[src/sine_lut.svh]
// --------------------------------------
// sine table function
// --------------------------------------

`ifndef SINE_LUT_SVH
`define SINE_LUT_SVH

// one full period over 256 entries, amplitude 127
// each half period uses the rational approximation
//   sin(x) ~ 16 x (pi - x) / (5 pi^2 - 4 x (pi - x))
// with x = pi * i / 128 this reduces to pure integers:
//   127 * 16 p / (81920 - 4 p), p = i * (128 - i)
// peak error is under 1 lsb at this amplitude
function automatic logic signed [7:0] sine_lut(input logic [7:0] idx);
  int p;   // i * (128 - i), 0 .. 4096
  int mag; // magnitude 0 .. 127
  logic signed [7:0] res;

  p   = int'(idx[6:0]) * (128 - int'(idx[6:0]));
  mag = (2032 * p) / (81920 - 4 * p);

  // second half period is the mirror
  if (idx[7]) begin
    res = -8'(mag);
  end else begin
    res = 8'(mag);
  end

  return res;
endfunction

`endif

[src/keyer_pkg.sv]
// --------------------------------------
// keyer timing definitions
// --------------------------------------

package keyer_pkg;

  // durations, counted in 1 ms ticks
  typedef logic [9:0] ms_t;

  // element timing as seen by the keyer fsm
  typedef struct packed {
    ms_t dot_ms;      // dot length, also element gap
    ms_t dash_adj_ms; // dash weight on top of 3 dots
    ms_t relay_ms;    // tx enable lead before first element
    ms_t hang_ms;     // break-in hold after last element
  } keyer_cfg_t;

  // power-up timing: 50 ms dot, 10 ms lead, 300 ms hang
  localparam keyer_cfg_t KEY_CFG_DEFAULT = '{
    dot_ms:      10'd50,
    dash_adj_ms: 10'd0,
    relay_ms:    10'd10,
    hang_ms:     10'd300
  };

  // iambic keyer states
  typedef enum logic [2:0] {
    idle,     // receive, tx off
    dot_pre,  // relay lead before a dot
    dot_on,   // dot keyed
    dot_off,  // gap after a dot
    dash_pre, // relay lead before a dash
    dash_on,  // dash keyed
    dash_off, // gap after a dash
    hang      // break-in hold
  } keyer_state_e;

endpackage

[src/audio_pkg.sv]
// --------------------------------------
// sidetone audio definitions
// --------------------------------------

package audio_pkg;

  typedef logic [15:0]        phase_t;  // phase accumulator, top 8 bits index the table
  typedef logic [7:0]         volume_t; // unsigned gain
  typedef logic signed [15:0] sample_t; // codec sample

  // tone settings
  typedef struct packed {
    phase_t  phase_step; // phase increment per sample tick
    volume_t volume;
  } tone_cfg_t;

  // full payload of the host config port
  typedef struct packed {
    keyer_pkg::keyer_cfg_t key;  // 40 bits
    tone_cfg_t             tone; // 24 bits
  } sys_cfg_t;

endpackage

[src/keyer_cfg_regs.sv]
// --------------------------------------
// host config port
// --------------------------------------

`timescale 1ns/1ps

module keyer_cfg_regs (
  input  logic                  clk,
  input  logic                  rstb,
  input  logic                  cfg_req,  // four-phase request from host
  input  audio_pkg::sys_cfg_t   cfg,      // stable while cfg_req high
  output logic                  cfg_ack,
  output keyer_pkg::keyer_cfg_t key_cfg,  // active keyer timing
  output audio_pkg::tone_cfg_t  tone_cfg  // active tone settings
);

  import keyer_pkg::*;

  logic capture; // first cycle of a request

  assign capture = cfg_req & ~cfg_ack;

  // ack follows req one cycle later, settings load on the same edge
  always_ff @(posedge clk or negedge rstb) begin
    if (!rstb) begin
      cfg_ack  <= 1'b0;
      key_cfg  <= KEY_CFG_DEFAULT;
      tone_cfg <= '0; // silent until host sets tone
    end else begin
      cfg_ack <= cfg_req;
      if (capture) begin
        key_cfg  <= cfg.key;
        tone_cfg <= cfg.tone;
      end
    end
  end

  // --------------------------------------
  // handshake check
  // --------------------------------------
  // host keeps req up until ack has risen
  a_ack_needs_req : assert property (
    @(posedge clk) disable iff (!rstb)
    $rose(cfg_ack) |-> cfg_req
  );

endmodule

[src/tick_gen.sv]
// --------------------------------------
// ms and sample tick divider
// --------------------------------------

`timescale 1ns/1ps

module tick_gen #(
  parameter int CLKS_PER_MS     = 48000,
  parameter int CLKS_PER_SAMPLE = 1000
) (
  input  logic clk,
  input  logic rstb,
  output logic ms_tick,     // one clk wide, every CLKS_PER_MS
  output logic sample_tick  // one clk wide, every CLKS_PER_SAMPLE
);

  localparam int MS_W = (CLKS_PER_MS > 1) ? $clog2(CLKS_PER_MS) : 1;
  localparam int SP_W = (CLKS_PER_SAMPLE > 1) ? $clog2(CLKS_PER_SAMPLE) : 1;

  logic [MS_W-1:0] ms_cnt;
  logic [SP_W-1:0] sp_cnt;
  logic            ms_wrap;
  logic            sp_wrap;

  assign ms_wrap = (ms_cnt == MS_W'(CLKS_PER_MS - 1));
  assign sp_wrap = (sp_cnt == SP_W'(CLKS_PER_SAMPLE - 1));

  // free running, pulse registered on wrap
  always_ff @(posedge clk or negedge rstb) begin
    if (!rstb) begin
      ms_cnt      <= '0;
      sp_cnt      <= '0;
      ms_tick     <= 1'b0;
      sample_tick <= 1'b0;
    end else begin
      ms_tick     <= ms_wrap;
      sample_tick <= sp_wrap;
      ms_cnt      <= ms_wrap ? '0 : ms_cnt + 1'b1;
      sp_cnt      <= sp_wrap ? '0 : sp_cnt + 1'b1;
    end
  end

endmodule

[src/paddle_debounce.sv]
// --------------------------------------
// paddle debounce and memory
// --------------------------------------

`timescale 1ns/1ps

module paddle_debounce #(
  parameter int REJECT_MS = 5
) (
  input  logic clk,
  input  logic rstb,
  input  logic ms_tick,
  input  logic dot_n,      // dot contact, low = closed
  input  logic dash_n,     // dash contact, low = closed
  input  logic dot_clear,  // dot element started
  input  logic dash_clear, // dash element started
  output logic dot_held,
  output logic dash_held
);

  localparam int CW = $clog2(REJECT_MS + 1);

  logic [CW-1:0] cnt [2]; // index 0 dot, 1 dash
  logic [1:0]    closed;
  logic [1:0]    clear;
  logic [1:0]    sat;

  assign closed = {~dash_n, ~dot_n};
  assign clear  = {dash_clear, dot_clear};

  // --------------------------------------
  // per-paddle closed-time counters
  // --------------------------------------
  always_ff @(posedge clk or negedge rstb) begin
    if (!rstb) begin
      for (int i = 0; i < 2; i++) begin
        cnt[i] <= '0;
      end
    end else if (ms_tick) begin
      for (int i = 0; i < 2; i++) begin
        if (clear[i]) begin
          cnt[i] <= '0;          // element taken, forget it
        end else if (sat[i]) begin
          cnt[i] <= cnt[i];      // latched until used
        end else if (closed[i]) begin
          cnt[i] <= cnt[i] + 1'b1;
        end else begin
          cnt[i] <= '0;          // bounce, start over
        end
      end
    end
  end

  for (genvar g = 0; g < 2; g++) begin : g_sat
    assign sat[g] = (cnt[g] == CW'(REJECT_MS));
  end

  assign dot_held  = sat[0];
  assign dash_held = sat[1];

endmodule

[src/keyer_fsm.sv]
// --------------------------------------
// iambic keyer control
// --------------------------------------

`timescale 1ns/1ps

module keyer_fsm (
  input  logic                  clk,
  input  logic                  rstb,
  input  logic                  ms_tick,
  input  keyer_pkg::keyer_cfg_t key_cfg,
  input  logic                  dot_held,
  input  logic                  dash_held,
  output logic                  dot_clear,  // empties dot memory
  output logic                  dash_clear, // empties dash memory
  output logic                  tx_en,      // relay / pa bias
  output logic                  key_on      // element keyed
);

  import keyer_pkg::*;

  keyer_state_e state;
  keyer_state_e state_nxt;
  ms_t          cnt;       // ticks left in this state, minus one
  ms_t          cnt_nxt;
  ms_t          dash_len;
  logic         cnt_done;

  // dash = 3 dots + weight, wraps past 1023 ms
  assign dash_len = ms_t'(3 * key_cfg.dot_ms + key_cfg.dash_adj_ms);
  assign cnt_done = (cnt == '0);

  // --------------------------------------
  // next state, evaluated on ms ticks only
  // --------------------------------------
  always_comb begin
    state_nxt = state;
    cnt_nxt   = cnt;
    if (ms_tick) begin
      if (!cnt_done) begin
        cnt_nxt = cnt - 1'b1;
      end
      case (state)
        idle: begin
          if (dot_held) begin
            state_nxt = dot_pre;
            cnt_nxt   = key_cfg.relay_ms;
          end else if (dash_held) begin
            state_nxt = dash_pre;
            cnt_nxt   = key_cfg.relay_ms;
          end
        end
        dot_pre, dot_off, hang: begin
          if (state == hang && dot_held) begin
            state_nxt = dot_on;    // restart inside hang, no lead
            cnt_nxt   = key_cfg.dot_ms;
          end else if (state == hang && dash_held) begin
            state_nxt = dash_on;
            cnt_nxt   = dash_len;
          end else if (cnt_done) begin
            if (state == hang) begin
              state_nxt = idle;
            end else if (state == dot_pre) begin
              state_nxt = dot_on;
              cnt_nxt   = key_cfg.dot_ms;
            end else if (dash_held) begin
              state_nxt = dash_on; // after a dot, dash wins
              cnt_nxt   = dash_len;
            end else if (dot_held) begin
              state_nxt = dot_on;
              cnt_nxt   = key_cfg.dot_ms;
            end else begin
              state_nxt = hang;
              cnt_nxt   = key_cfg.hang_ms;
            end
          end
        end
        dash_pre, dash_off: begin
          if (cnt_done) begin
            if (state == dash_pre) begin
              state_nxt = dash_on;
              cnt_nxt   = dash_len;
            end else if (dot_held) begin
              state_nxt = dot_on;  // after a dash, dot wins
              cnt_nxt   = key_cfg.dot_ms;
            end else if (dash_held) begin
              state_nxt = dash_on;
              cnt_nxt   = dash_len;
            end else begin
              state_nxt = hang;
              cnt_nxt   = key_cfg.hang_ms;
            end
          end
        end
        dot_on: begin
          if (cnt_done) begin
            state_nxt = dot_off;   // gap is one dot
            cnt_nxt   = key_cfg.dot_ms;
          end
        end
        dash_on: begin
          if (cnt_done) begin
            state_nxt = dash_off;
            cnt_nxt   = key_cfg.dot_ms;
          end
        end
        default: state_nxt = idle;
      endcase
    end
  end

  always_ff @(posedge clk or negedge rstb) begin
    if (!rstb) begin
      state <= idle;
      cnt   <= '0;
    end else begin
      state <= state_nxt;
      cnt   <= cnt_nxt;
    end
  end

  // clear on entry into an element, same tick as the transition
  assign dot_clear  = (state_nxt == dot_on) && (state != dot_on);
  assign dash_clear = (state_nxt == dash_on) && (state != dash_on);

  // outputs straight from the state register
  assign tx_en  = (state != idle);
  assign key_on = (state == dot_on) || (state == dash_on);

  // keying without tx enable would hot-switch the relay
  // tx_en already up in the cycle before any keyed cycle
  a_key_in_tx : assert property (
    @(posedge clk) disable iff (!rstb)
    key_on |-> $past(tx_en)
  );

endmodule

[src/sidetone_gen.sv]
// --------------------------------------
// sidetone generator
// --------------------------------------

`timescale 1ns/1ps

module sidetone_gen (
  input  logic                 clk,
  input  logic                 rstb,
  input  logic                 sample_tick,
  input  logic                 key_on,
  input  audio_pkg::tone_cfg_t tone_cfg,
  output audio_pkg::sample_t   sample,      // to codec
  output logic                 sidetone_sq  // piezo drive, low when silent
);

  import audio_pkg::*;

  `include "sine_lut.svh"

  logic signed [7:0]  rom [256];   // elaborated from sine_lut
  phase_t             phase;
  logic               tick_d;      // sample slot, one clk after the tick
  logic               tone_on;
  logic               tone_on_nxt;
  logic               last_sign;   // sign at previous sample
  logic signed [7:0]  lut_val;
  logic               zero_cross;
  logic signed [16:0] prod;

  for (genvar g = 0; g < 256; g++) begin : g_rom
    assign rom[g] = sine_lut(8'(g));
  end

  assign lut_val     = rom[phase[15:8]];
  assign zero_cross  = (lut_val[7] != last_sign);
  assign tone_on_nxt = key_on | (tone_on & ~zero_cross); // hold to the next crossing
  assign prod        = lut_val * $signed({1'b0, tone_cfg.volume}); // fits in 16 bits

  // --------------------------------------
  // phase at the tick, sample one clk later
  // --------------------------------------
  always_ff @(posedge clk or negedge rstb) begin
    if (!rstb) begin
      tick_d      <= 1'b0;
      phase       <= '0;
      tone_on     <= 1'b0;
      last_sign   <= 1'b0;
      sample      <= '0;
      sidetone_sq <= 1'b0;
    end else begin
      tick_d <= sample_tick;
      if (sample_tick) begin
        phase <= tone_on ? phase + tone_cfg.phase_step : '0; // restart at zero phase
      end
      if (tick_d) begin
        tone_on     <= tone_on_nxt;
        last_sign   <= lut_val[7];
        sample      <= tone_on_nxt ? sample_t'(prod[15:0]) : '0;
        sidetone_sq <= tone_on_nxt & ~lut_val[7]; // high on positive half
      end
    end
  end

  // piezo and codec sit in the same half period
  a_sq_sign : assert property (
    @(posedge clk) disable iff (!rstb)
    sidetone_sq |-> !sample[15]
  );

endmodule

[src/keyer_top.sv]
// --------------------------------------
// iambic keyer top
// --------------------------------------

`timescale 1ns/1ps

module keyer_top #(
  parameter int CLKS_PER_MS     = 48000,
  parameter int CLKS_PER_SAMPLE = 1000,
  parameter int REJECT_MS       = 5
) (
  input  logic                clk,
  input  logic                rstb,
  input  logic                dot_n,       // paddle contacts, active low
  input  logic                dash_n,
  input  logic                cfg_req,
  input  audio_pkg::sys_cfg_t cfg,
  output logic                cfg_ack,
  output logic                tx_en,
  output logic                key_on,
  output audio_pkg::sample_t  sample,
  output logic                sidetone_sq
);

  import keyer_pkg::*;
  import audio_pkg::*;

  keyer_cfg_t key_cfg;
  tone_cfg_t  tone_cfg;
  logic       ms_tick;
  logic       sample_tick;
  logic       dot_held;
  logic       dash_held;
  logic       dot_clear;
  logic       dash_clear;

  keyer_cfg_regs keyer_cfg_regs_inst (
    .clk      (clk),
    .rstb     (rstb),
    .cfg_req  (cfg_req),
    .cfg      (cfg),
    .cfg_ack  (cfg_ack),
    .key_cfg  (key_cfg),
    .tone_cfg (tone_cfg)
  );

  tick_gen #(
    .CLKS_PER_MS     (CLKS_PER_MS),
    .CLKS_PER_SAMPLE (CLKS_PER_SAMPLE)
  ) tick_gen_inst (
    .clk         (clk),
    .rstb        (rstb),
    .ms_tick     (ms_tick),
    .sample_tick (sample_tick)
  );

  paddle_debounce #(
    .REJECT_MS (REJECT_MS)
  ) paddle_debounce_inst (
    .clk        (clk),
    .rstb       (rstb),
    .ms_tick    (ms_tick),
    .dot_n      (dot_n),
    .dash_n     (dash_n),
    .dot_clear  (dot_clear),
    .dash_clear (dash_clear),
    .dot_held   (dot_held),
    .dash_held  (dash_held)
  );

  keyer_fsm keyer_fsm_inst (
    .clk        (clk),
    .rstb       (rstb),
    .ms_tick    (ms_tick),
    .key_cfg    (key_cfg),
    .dot_held   (dot_held),
    .dash_held  (dash_held),
    .dot_clear  (dot_clear),
    .dash_clear (dash_clear),
    .tx_en      (tx_en),
    .key_on     (key_on)
  );

  // tone runs while keyed, then to the next zero crossing
  sidetone_gen sidetone_gen_inst (
    .clk         (clk),
    .rstb        (rstb),
    .sample_tick (sample_tick),
    .key_on      (key_on),
    .tone_cfg    (tone_cfg),
    .sample      (sample),
    .sidetone_sq (sidetone_sq)
  );

endmodule

[config.mk]
export PLATFORM = sky130hd
export DESIGN_NAME = keyer_top
export DESIGN_NICKNAME = d
export VERILOG_FILES = /design/src/keyer_pkg.sv /design/src/audio_pkg.sv /design/src/keyer_cfg_regs.sv /design/src/tick_gen.sv /design/src/paddle_debounce.sv /design/src/keyer_fsm.sv /design/src/sidetone_gen.sv /design/src/keyer_top.sv
export VERILOG_INCLUDE_DIRS = /design/src
export SDC_FILE = /design/constraint.sdc
export NUM_CORES = 1
export LEC_CHECK = 0
export ABC_AREA = 0
export BUFFER_PORTS_ARGS = -buffer_cell sky130_fd_sc_hd__buf_2
export CORE_ASPECT_RATIO = 1.5
export CORE_MARGIN = 2
export CORE_UTILIZATION = 65
export DETAILED_ROUTE_END_ITERATION = 8
export GPL_TIMING_DRIVEN = 0
export PLACE_DENSITY = 0.85
export SLEW_MARGIN = 10
export SYNTH_ARGS = -nofsm -noshare
export SYNTH_HDL_FRONTEND = slang
export SYNTH_SLANG_ARGS = --single-unit
[constraint.sdc]
create_clock -name clk -period 10.4 [get_ports clk]
set_clock_uncertainty 0.15 [all_clocks]
set_input_delay 2.08 -clock clk [delete_from_list [all_inputs] [get_ports clk]]
set_output_delay 2.08 -clock clk [all_outputs]
set_load 0.005 [all_outputs]
======== Word-level counts from Yosys, hierarchy flattened ========
Memory sizes are Yosys's and may differ from the RTL's.
Cells that the tools add are included.
word-level totals
  memories kept ........................... 1
  register bits ........................... 148
  bits of input ports ..................... 69
  output and inout port bits .............. 20
  word-level logic and storage cells ...... 116
  ROM bits ................................ 2048
memory list
  memory            depth  width  rd ports  clocked after memory_dff  write ports  RTL line            source
  (name not given)  256    8      1         0                         0            sidetone_gen.sv:35  assign lut_val = rom[phase[15:8]];
cells by class
  reductions and logical operators ........ 13
  equal/unequal tests ..................... 18
  multiplexer cells ....................... 45
  $lt $le $gt $ge ......................... 1
  bitwise logic cells ..................... 8
  add/sub/neg operators ................... 7
  $mul .................................... 2
operators by type and width
  cell                                                  count
  2-to-1 mux 10 bit                                     16
  2-to-1 mux 3 bit                                      21
  2-to-1 mux 16 bit                                     3
  case mux 10 bit (4 select lines)                      1
  equality test 3 bit (second input constant)           7
  adder 16 x 1 -> 16 bit (second input constant)        1
  adder 16 bit                                          1
  equality test 16 bit (second input constant)          1
  multiplier 8 x 9 -> 16 bit                            1
  2-to-1 mux 8 bit                                      2
  case mux 3 bit (5 select lines)                       1
  adder 10 x 1 -> 10 bit (second input constant)        1
  adder 10 bit                                          1
  equality test 10 bit (second input constant)          1
  zero test 10 bit                                      1
  multiplier 2 x 10 -> 10 bit (first input constant)    1
  subtractor 10 x 1 -> 10 bit (second input constant)   1
  equality test 3 x 2 -> 1 bit (second input constant)  3
  >= comparator 9 bit (second input constant)           1
  inverter 8 -> 9 bit                                   1
  adder 3 x 1 -> 3 bit (second input constant)          2
  logical AND 1 bit                                     4
  != test 2 bit (second input constant)                 2
  AND reduction 2 bit                                   2
  other kinds (13)                                      18

======== Longest topological paths before layout ========
Gate-level depths: netlist of the first run.
  word-level depth ........................ 14
  mapped depth ............................ 31
  mapped depth without buffers ............ 29

======== Modules after synthesis ========
Synthesis of the first run repeated with hierarchy kept, for this count alone.
second synthesis, totals
  cell total of the unflattened synthesis .. 1472
  area total of the unflattened synthesis .. 13608.1 um2
modules (own cells, without submodules)
  module           cells an instance  area an instance (um2)  instances  sequential area each (um2)
  sidetone_gen     731                6047.0                  1          900.9
  keyer_fsm        444                3134.3                  1          325.3
  keyer_cfg_regs   137                2737.6                  1          1637.8
  tick_gen         119                1266.2                  1          700.7
  paddle_debounce  41                 422.9                   1          150.1

======== Worst setup path after synthesis of the first run ========
No wires, ideal clock.
  kind .................................... register -> register
  start ................................... register sidetone_gen_inst.phase[9]
  end ..................................... register sidetone_gen_inst.sample[12]
  stages on the path, launching flop included .. 29
  buffers on the path ..................... 2
  arrival ................................. 6.207 ns
  library setup time ...................... 0.101 ns
  clock period less this slack ............ 6.458 ns
  setup slack ............................. 3.942 ns
  data required time ...................... 10.149 ns
  cells stage by stage .................... dfrtp_1 -> clkbuf_1 -> inv_1 -> ha_1 -> clkbuf_1 -> nor2_1 -> nor3_1 -> a311oi_1 -> a31oi_1 -> mux4_2 -> nor2_1 -> a21oi_1 -> and2_1 -> fa_1 -> inv_1 -> fa_1 -> inv_1 -> fa_1 -> inv_1 -> fa_1 -> inv_1 -> ha_1 -> o21ai_0 -> a21oi_1 -> o21a_1 -> o21a_1 -> o21a_1 -> o21a_1 -> o32ai_1
between the ends
  longest elaborated chain between the ends .. 9
  elaborated cells between the ends (all ways) .. 10
  those cells by class .................... mul (1); eq/ne (1); mux (3); bitwise (4); memory (1)
ends and longest elaborated chain
  what                                                                RTL line            source
  from (decl)                                                         sidetone_gen.sv:22  phase_t phase;
  from (signal assigned)                                              sidetone_gen.sv:54  phase <= tone_on ? phase + tone_cfg.phase_step : '0;
  inverter 8 -> 9 bit (not written as such) (*)                       sidetone_gen.sv:35
  memory read (256 x 8 bit) (*)                                       -
  2-to-1 mux 8 bit (not written as such) (*) (2 in a row)             sidetone_gen.sv:35
  branches (longest 4 deep; another with multiplier 8 x 9 -> 16 bit)  -
  2-to-1 mux 16 bit (*)                                               sidetone_gen.sv:59  sample <= tone_on_nxt ? sample_t'(prod[15:0]) : '0;
  to (signal assigned)                                                sidetone_gen.sv:59
  to (decl)                                                           sidetone_gen.sv:13  output audio_pkg::sample_t sample,
Every way passes the cells marked *. The select of a mux whose other input is x is not followed.
A chain may end at the register's enable or synchronous reset.

======== Final worst setup path of the first run ========
  start ................................... register sidetone_gen_inst.phase[9]
  end ..................................... register sidetone_gen_inst.sample[14]
Same word-level chain as after synthesis.

==> results of run 1 <==
-- placed cells by master (no fill, tap or decap), types with 9 or more instances in the layout --
cell type  netlist  layout
a211oi_1        21      21
a21oi_1         95      95
xnor2_1         33      33
and2_1          25      25
ha_1            79      79
clkbuf_1        39      39
a311oi_1        11      11
mux2_2          54      54
clkbuf_16        0      17
nand2b_1        18      18
o21ai_0         90      90
o22ai_1         29      29
nor2b_1         11      11
o21a_1          13      13
nor2_1         130     130
dfrtp_1        139     139
a31oi_1         14      14
inv_1           99      99
a21o_1           9       9
nand3_1         30      30
o21ai_1          9       9
o211ai_1        17      17
o2bb2ai_1       22      22
nand2_1        113     113
xor2_1          24      24
buf_2           24     111
nor3_1          42      41
dfstp_2          9       9
fa_1            47      47
-- critical path, delay by kind of cell, from the launching register on --
kind | cells | cell delay [ps]
multiplexers | 1 | 380
AO/OA/AOI/OAI | 9 | 2430
flip-flops | 1 | 560
buffers and inverters | 7 | 1150
adder cells (fa/ha/maj) | 6 | 2720
AND/OR/NAND/NOR | 4 | 880
-- flip-flops by register name, indices dropped and copies added, names as in the netlist, 3 cells and up --
name / cells
keyer_cfg_regs_inst.key_cfg: 40
paddle_debounce_inst.cnt: 6
sidetone_gen_inst.phase: 16
keyer_fsm_inst.state: 3
keyer_cfg_regs_inst.tone_cfg: 24
sidetone_gen_inst.sample: 16
keyer_fsm_inst.cnt: 10
tick_gen_inst.sp_cnt: 10
tick_gen_inst.ms_cnt: 16
-- final cells by class --
cell class / instances / area share, %
timing repair buffer: 89 / 3.413
tap: 256 / 2.305
antenna: 2 / 0.03602
inverter: 106 / 2.882
clock inverter: 14 / 1.216
sequential: 148 / 26.74
clock buffer: 18 / 3.161
buffer: 78 / 2.710
multi-input combinational: 1083 / 57.54
-- kinds of logic (layout without fill, tap and decap cells) --
kind of cell | Yosys count | in the layout | synth area share (%)
muxes | 67 | 67 | 6.516
DFF | 148 | 148 | 29.76
buffers and inverters | 184 | 305 | 6.226
xor gates and xnor gates | 58 | 58 | 4.130
adders and majority gates | 126 | 126 | 15.46
other | 0 | 2 | 0
AOI/OAI and AO/OA | 421 | 421 | 22.43
and+or+nand+nor | 411 | 411 | 15.48
-- path summary, 6_finish.rpt --
| check | cells after the start | start | slack, ps | end |
|---|---|---|---|---|
| max in group asynchronous | 2 | rstb | 7780 | keyer_cfg_regs_inst.key_cfg[8] |
| worst min register to register | 1 | tick_gen_inst.sp_cnt[0] | 310 | tick_gen_inst.sp_cnt[0] |
| worst max register to register | 27 | sidetone_gen_inst.phase[9] | 2050 | sidetone_gen_inst.sample[14] |
| worst min-delay path | 1 | tick_gen_inst.sp_cnt[0] | 310 | tick_gen_inst.sp_cnt[0] |
| worst max-delay path | 27 | sidetone_gen_inst.phase[9] | 2050 | sidetone_gen_inst.sample[14] |
| min in group asynchronous | 1 | rstb | 1450 | sidetone_gen_inst.sample[6] |
-- metal layers --
metal  global-route usage (%)  share of wire (%)
met2                    67.39                 49
met4                    28.92                8.9
met3                    7.483                6.7
met1                    45.32                 35
met5                        0                  0
-- power by group through the flow --
| stage | clock (W) | sequential (W) | combinational [W] |
|---|---|---|---|
| finish | 0.000637 | 0.000661 | 0.000339 |
| global route | 0.000666 | 0.000665 | 0.000366 |
| CTS | 0.000640 | 0.000660 | 0.000332 |
| detailed placement | 0 | 0.000670 | 0.000329 |
| global placement | 0 | 0.000669 | 0.000317 |
| floorplan | 0 | 0.000652 | 0.000231 |
-- through the flow --
stage	hold slack (ps)	cells
final	306.7	1794
after global routing	339.9	1794
after CTS	314.1	1792
after global placement	294.0	1759
after floorplan	229.3	1415
after detailed placement	305.8	1760
==> flow_summary.toml, run 1 <==
[power]
pwr-share-seq_pct = 40.4
p_comb_share_pct = 20.7
switchingPower_w = 0.0005086
p_int_w = 0.001128
power.total_w = 0.001637
power.leakage_nw = 6.158
pwr-share-clk_pct = 38.9
power.density_nw_per_um2 = 117.8
ir_drop_mv = 0.1911
p_sw_share_pct = 31.07

[logic_synthesis]
synth_edf_count = 0
synth_nets = 1610
seq_area_frac_synth_pct = 29.76
synthFlopType = "dfrtp_1"
synth.area.top_cells = "dfrtp_1 28%, ha_1 7.9%, fa_1 7.5%"
syn_area_per_cell_sq_um = 8.820
ys_warn_count = 0
synthCells = 1415
synthArstFlopShare_pct = 100.0
yosysTopAreaCell = "dfrtp_1"
syn-cell-area_sq_um = 12480
synth.most_common_cell = "dfrtp_1"
ys_top_cells_by_count = "139 x dfrtp_1, 130 x nor2_1, 113 x nand2_1"
yosysTopAreaCellShare_pct = 27.87
ys_ff_latch = 148
synth_cell_type_count = 87

[grt]
grt_max_degree = 93
grt_pass1_vias = 12220
antenna_found_initial = 2
grt_pass1_wl_mm = 63.09
grt_usage_pct = 40.45
overflow = 0

[worst_setup_path]
cp_common_cell = "inv_1"
slowest_delay_ps = 960
cp-start-kind = "flop"
cp.arrival_ps = 8570
crit_type = "reg -> reg"
cp-end-kind = "flop"
worst_ep_required_time_ps = 10620
critPathSlowestCell = "a311oi_1"
crit_fanout = 10

[run_status]
status = "completed"

[floorplan]
die_y_microns = 173.7
die_x_microns = 117.1
design.core.area_sq_um = 19010
die_area_sq_um = 20350
io_pins = 89
rows = 62
initial_utilization_pct = 65.67

[timing]
worstMarginPinSlew_ps = 1326
max_freq_mhz = 119.8
drv_slew = 0
period_minus_slack_ps = 8350
finalHoldViolations = 0
tns_ps = 0
slew_headroom_pct = 11.40
rsz0062_at_grt = "no"
layout_setup_ws_ps = 2050
period_share_pct = 80.29
setup_viol = 0

[drt]
wl_mm = 39.49
drtPass1Iterations = 6
vias = 11900
drc = 0
viasPerCell = 6.632
drt_iter0_drc = 1131
antenna_left = 0
wire_per_inst_microns = 22.01

[layout]
fin_nets = 1718
multiInputGateArea_sq_um = 7995
utilization_pct = 73.11
fin_area_sq_um = 13890
fillers = 1429
register_area_sq_um = 3715
layout-drive-gt1-share_pct = 16.21
area_growth_pct = 11.33

[clocking]
cts_setup_buffers = 0
cts-buffers-inserted = 17
worstSkewPairLatency_ps = 440
htreeDepth = 4
cts_tree = "done"
clock-sinks = 148
postCtsResizedCells = 0
cts.path.max_buffers = 2
hold_buffers = 0
root_buffer = "clkbuf_16"
clk_pin_slew_ps = 60

[placement]
detailed_place_hpwl_mm = 29.57
place_area_sq_um = 13280
gp_congestion = 1.062
place_ws_ps = 2514
io_buffers = 88

[hold_path]
min_path_type = "reg -> reg"

[flow_run]
drv_cap = 0
Note: power is estimated with default switching activity, not from simulation.
==> run 2, diff against run 1 <==
--- a/config.mk
+++ b/config.mk
@@ -10,10 +10,10 @@
 export BUFFER_PORTS_ARGS = -buffer_cell sky130_fd_sc_hd__buf_2
 export CORE_ASPECT_RATIO = 1.5
 export CORE_MARGIN = 2
-export CORE_UTILIZATION = 65
+export CORE_UTILIZATION = 56
 export DETAILED_ROUTE_END_ITERATION = 8
 export GPL_TIMING_DRIVEN = 0
-export PLACE_DENSITY = 0.85
+export PLACE_DENSITY = 0.78
 export SLEW_MARGIN = 10
 export SYNTH_ARGS = -nofsm -noshare
 export SYNTH_HDL_FRONTEND = slang
==> constraint.sdc (replaced) <==
create_clock -name clk -period 7.1 [get_ports clk]
set_clock_uncertainty 0.15 [all_clocks]
set_input_delay 1.42 -clock clk [delete_from_list [all_inputs] [get_ports clk]]
set_output_delay 1.42 -clock clk [all_outputs]
set_load 0.005 [all_outputs]
==> run 2 against run 1 <==
Net effect:
- critical path type unchanged
- die area up 16%
- largest cell class unchanged
- sequential share of layout area down 0.33 points
- core utilization down 8.5 points
- setup slack worse by 1900 ps
- fmax up 20%
- power up 47%
- worst hold slack better by 7.4 ps
- sequential power up 46%
==> flow_summary.toml, run 2 (synthesized netlist as in run 1, its figures left out) <==
[layout]
fin_nets = 1727
regMostFlops = "keyer_cfg_regs_inst.key_cfg"
layout_commonest_cell = "dfrtp_1"
largest_registers = "keyer_cfg_regs_inst.key_cfg: 40 flops, keyer_cfg_regs_inst.tone_cfg: 24 flops"
area_growth_pct = 12.79
layout_common_cells = "137 x dfrtp_1, 127 x nor2_1, 112 x nand2_1"
largest_reg_flops = 40
layout-drive-gt1-share_pct = 17.93
fin_area_sq_um = 14080
fillers = 1900

[timing]
period_share_pct = 97.65
setup_viol = 0
layout_setup_ws_ps = 166.8
period_minus_slack_ps = 6933
drv_slew = 0
worstMarginPinSlew_ps = 1350
finalHoldViolations = 0
slew_headroom_pct = 7.702
max_freq_mhz = 144.2

[power]
p_comb_share_pct = 20.6
p_int_w = 0.001686
ir_drop_mv = 0.3016
power.density_nw_per_um2 = 170.6
switchingPower_w = 0.0007152
power.leakage_nw = 6.212
p_sw_share_pct = 29.78
pwr-share-clk_pct = 39.2
pwr-share-seq_pct = 40.2

[worst_setup_path]
critPathSlowestCell = "fa_1"
critPathTopFamily = "adder cells"
crit_fanout = 10
cp-end-kind = "flop"
crit_buf_inv = 7
worst_ep_required_time_ps = 7290
slowest_delay_ps = 540
crit_type = "reg -> reg"
cp.arrival_ps = 7130
crit_path_start = "sidetone_gen_inst.phase[8]"
cp-start-kind = "flop"
r2r-start = "sidetone_gen_inst.phase[8]"

[clocking]
cts.path.max_buffers = 2
worstSkewPairLatency_ps = 440
root_buffer = "clkbuf_16"
htreeDepth = 4
cts-buffers-inserted = 17
hold_buffers = 0
cts_tree = "done"
clock-sinks = 148
clk_pin_slew_ps = 60

[drt]
wl_mm = 38.02
drtPass1Iterations = 6
antenna_left = 0
drc = 0
drt_iter0_drc = 1241
viasPerCell = 6.496
vias = 11810
wire_per_inst_microns = 20.92

[floorplan]
design.core.area_sq_um = 21800
die_x_microns = 125.9
die_y_microns = 186.8
io_pins = 89
initial_utilization_pct = 57.25
die_area_sq_um = 23520
rows = 66

[grt]
grt_usage_pct = 32.93
grt_pass1_wl_mm = 61.96
overflow = 0
grt_pass1_vias = 12030
grt_max_degree = 92
antenna_found_initial = 1

[placement]
gp_congestion = 1.007
io_buffers = 88
place_ws_ps = -601.7
detailed_place_hpwl_mm = 28.69
place_area_sq_um = 13300

[hold_path]
hp-start = "tick_gen_inst.sp_cnt[0]"
min_path_type = "reg -> reg"

[flow_run]
drv_cap = 0

[run_status]
status = "completed"
-- run 2: final timing paths --
kind                                                   end  slack (ps)  depth (start not counted)
max                           sidetone_gen_inst.sample[12]         170                         28
min                                tick_gen_inst.sp_cnt[0]         310                          1
max reg2reg                   sidetone_gen_inst.sample[12]         170                         28
min reg2reg                        tick_gen_inst.sp_cnt[0]         310                          1
max in group asynchronous       sidetone_gen_inst.phase[9]        5270                          2
min in group asynchronous  keyer_cfg_regs_inst.key_cfg[10]         730                          1
-- run 2: stage by stage --
stage | std cells | utilization [%] | setup TNS [ps] | hold WS [ps] | power, W
finish | 1818 | 64.57 | 0 | 314.1 | 0.002401
global route | 1818 | 64.57 | -44.68 | 340.4 | 0.002493
CTS | 1808 | 63.92 | 0 | 320.5 | 0.002399
detailed placement | 1776 | 61.00 | -2899 | 309.6 | 0.001460
global placement | 1775 | 60.83 | -2731 | 293.7 | 0.001443
floorplan | 1415 | - | 0 | 229.3 | 0.001293
-- run 2: power by group through the flow --
| stage | clock (W) | sequential (W) | combinational (W) |
|---|---|---|---|
| after floorplan | 0 | 0.000955 | 0.000338 |
| after global placement | 0 | 0.000977 | 0.000466 |
| after detailed placement | 0 | 0.000979 | 0.000481 |
| after CTS | 0.000949 | 0.000964 | 0.000486 |
| after global routing | 0.000989 | 0.000972 | 0.000532 |
| final | 0.000941 | 0.000966 | 0.000495 |
-- run 2: routing by layer --
| layer | wire length (microns) | vias to the layer above | GRT usage (%) | part of all wire, % |
|---|---|---|---|---|
| met3 | 2321 | 191 | 4.491 | 6.1 |
| li1 | - | 5320 | - | - |
| met2 | 18860 | 639 | 56.31 | 50 |
| met1 | 13840 | 5659 | 37.72 | 36 |
| met4 | 3010 | 0 | 22.99 | 7.9 |
| met5 | 0 | - | 0 | 0 |
-- run 2: worst reg2reg max path: cells and delay by family, from the launching register on --
family,cells,cell delay [ps]
flops,1,430
simple gates,4,630
fa+ha+maj,6,2630
buf+inv,7,770
mux,1,520
compound gates,10,1720
-- run 2: timing repair --
item | in CTS | in global routing
cloned | 0 | 0
resized for setup | 12 | 24
setup endpoints to repair | 7 | 5
buffers inserted | 0 | 9
pin swaps | 0 | 5
-- run 2: area by class of cell --
type | count | area (sq um) | area share [%]
timing repair buffer | 98 | 545.5 | 3.875
clock buffer | 20 | 456.7 | 3.244
buffer | 78 | 396.6 | 2.818
sequential | 148 | 3717 | 26.41
inverter | 106 | 404.1 | 2.871
antenna | 1 | 2.502 | 0.01778
clock inverter | 12 | 151.4 | 1.075
multi-input combinational | 1083 | 8063 | 57.27
tap | 272 | 340.3 | 2.418
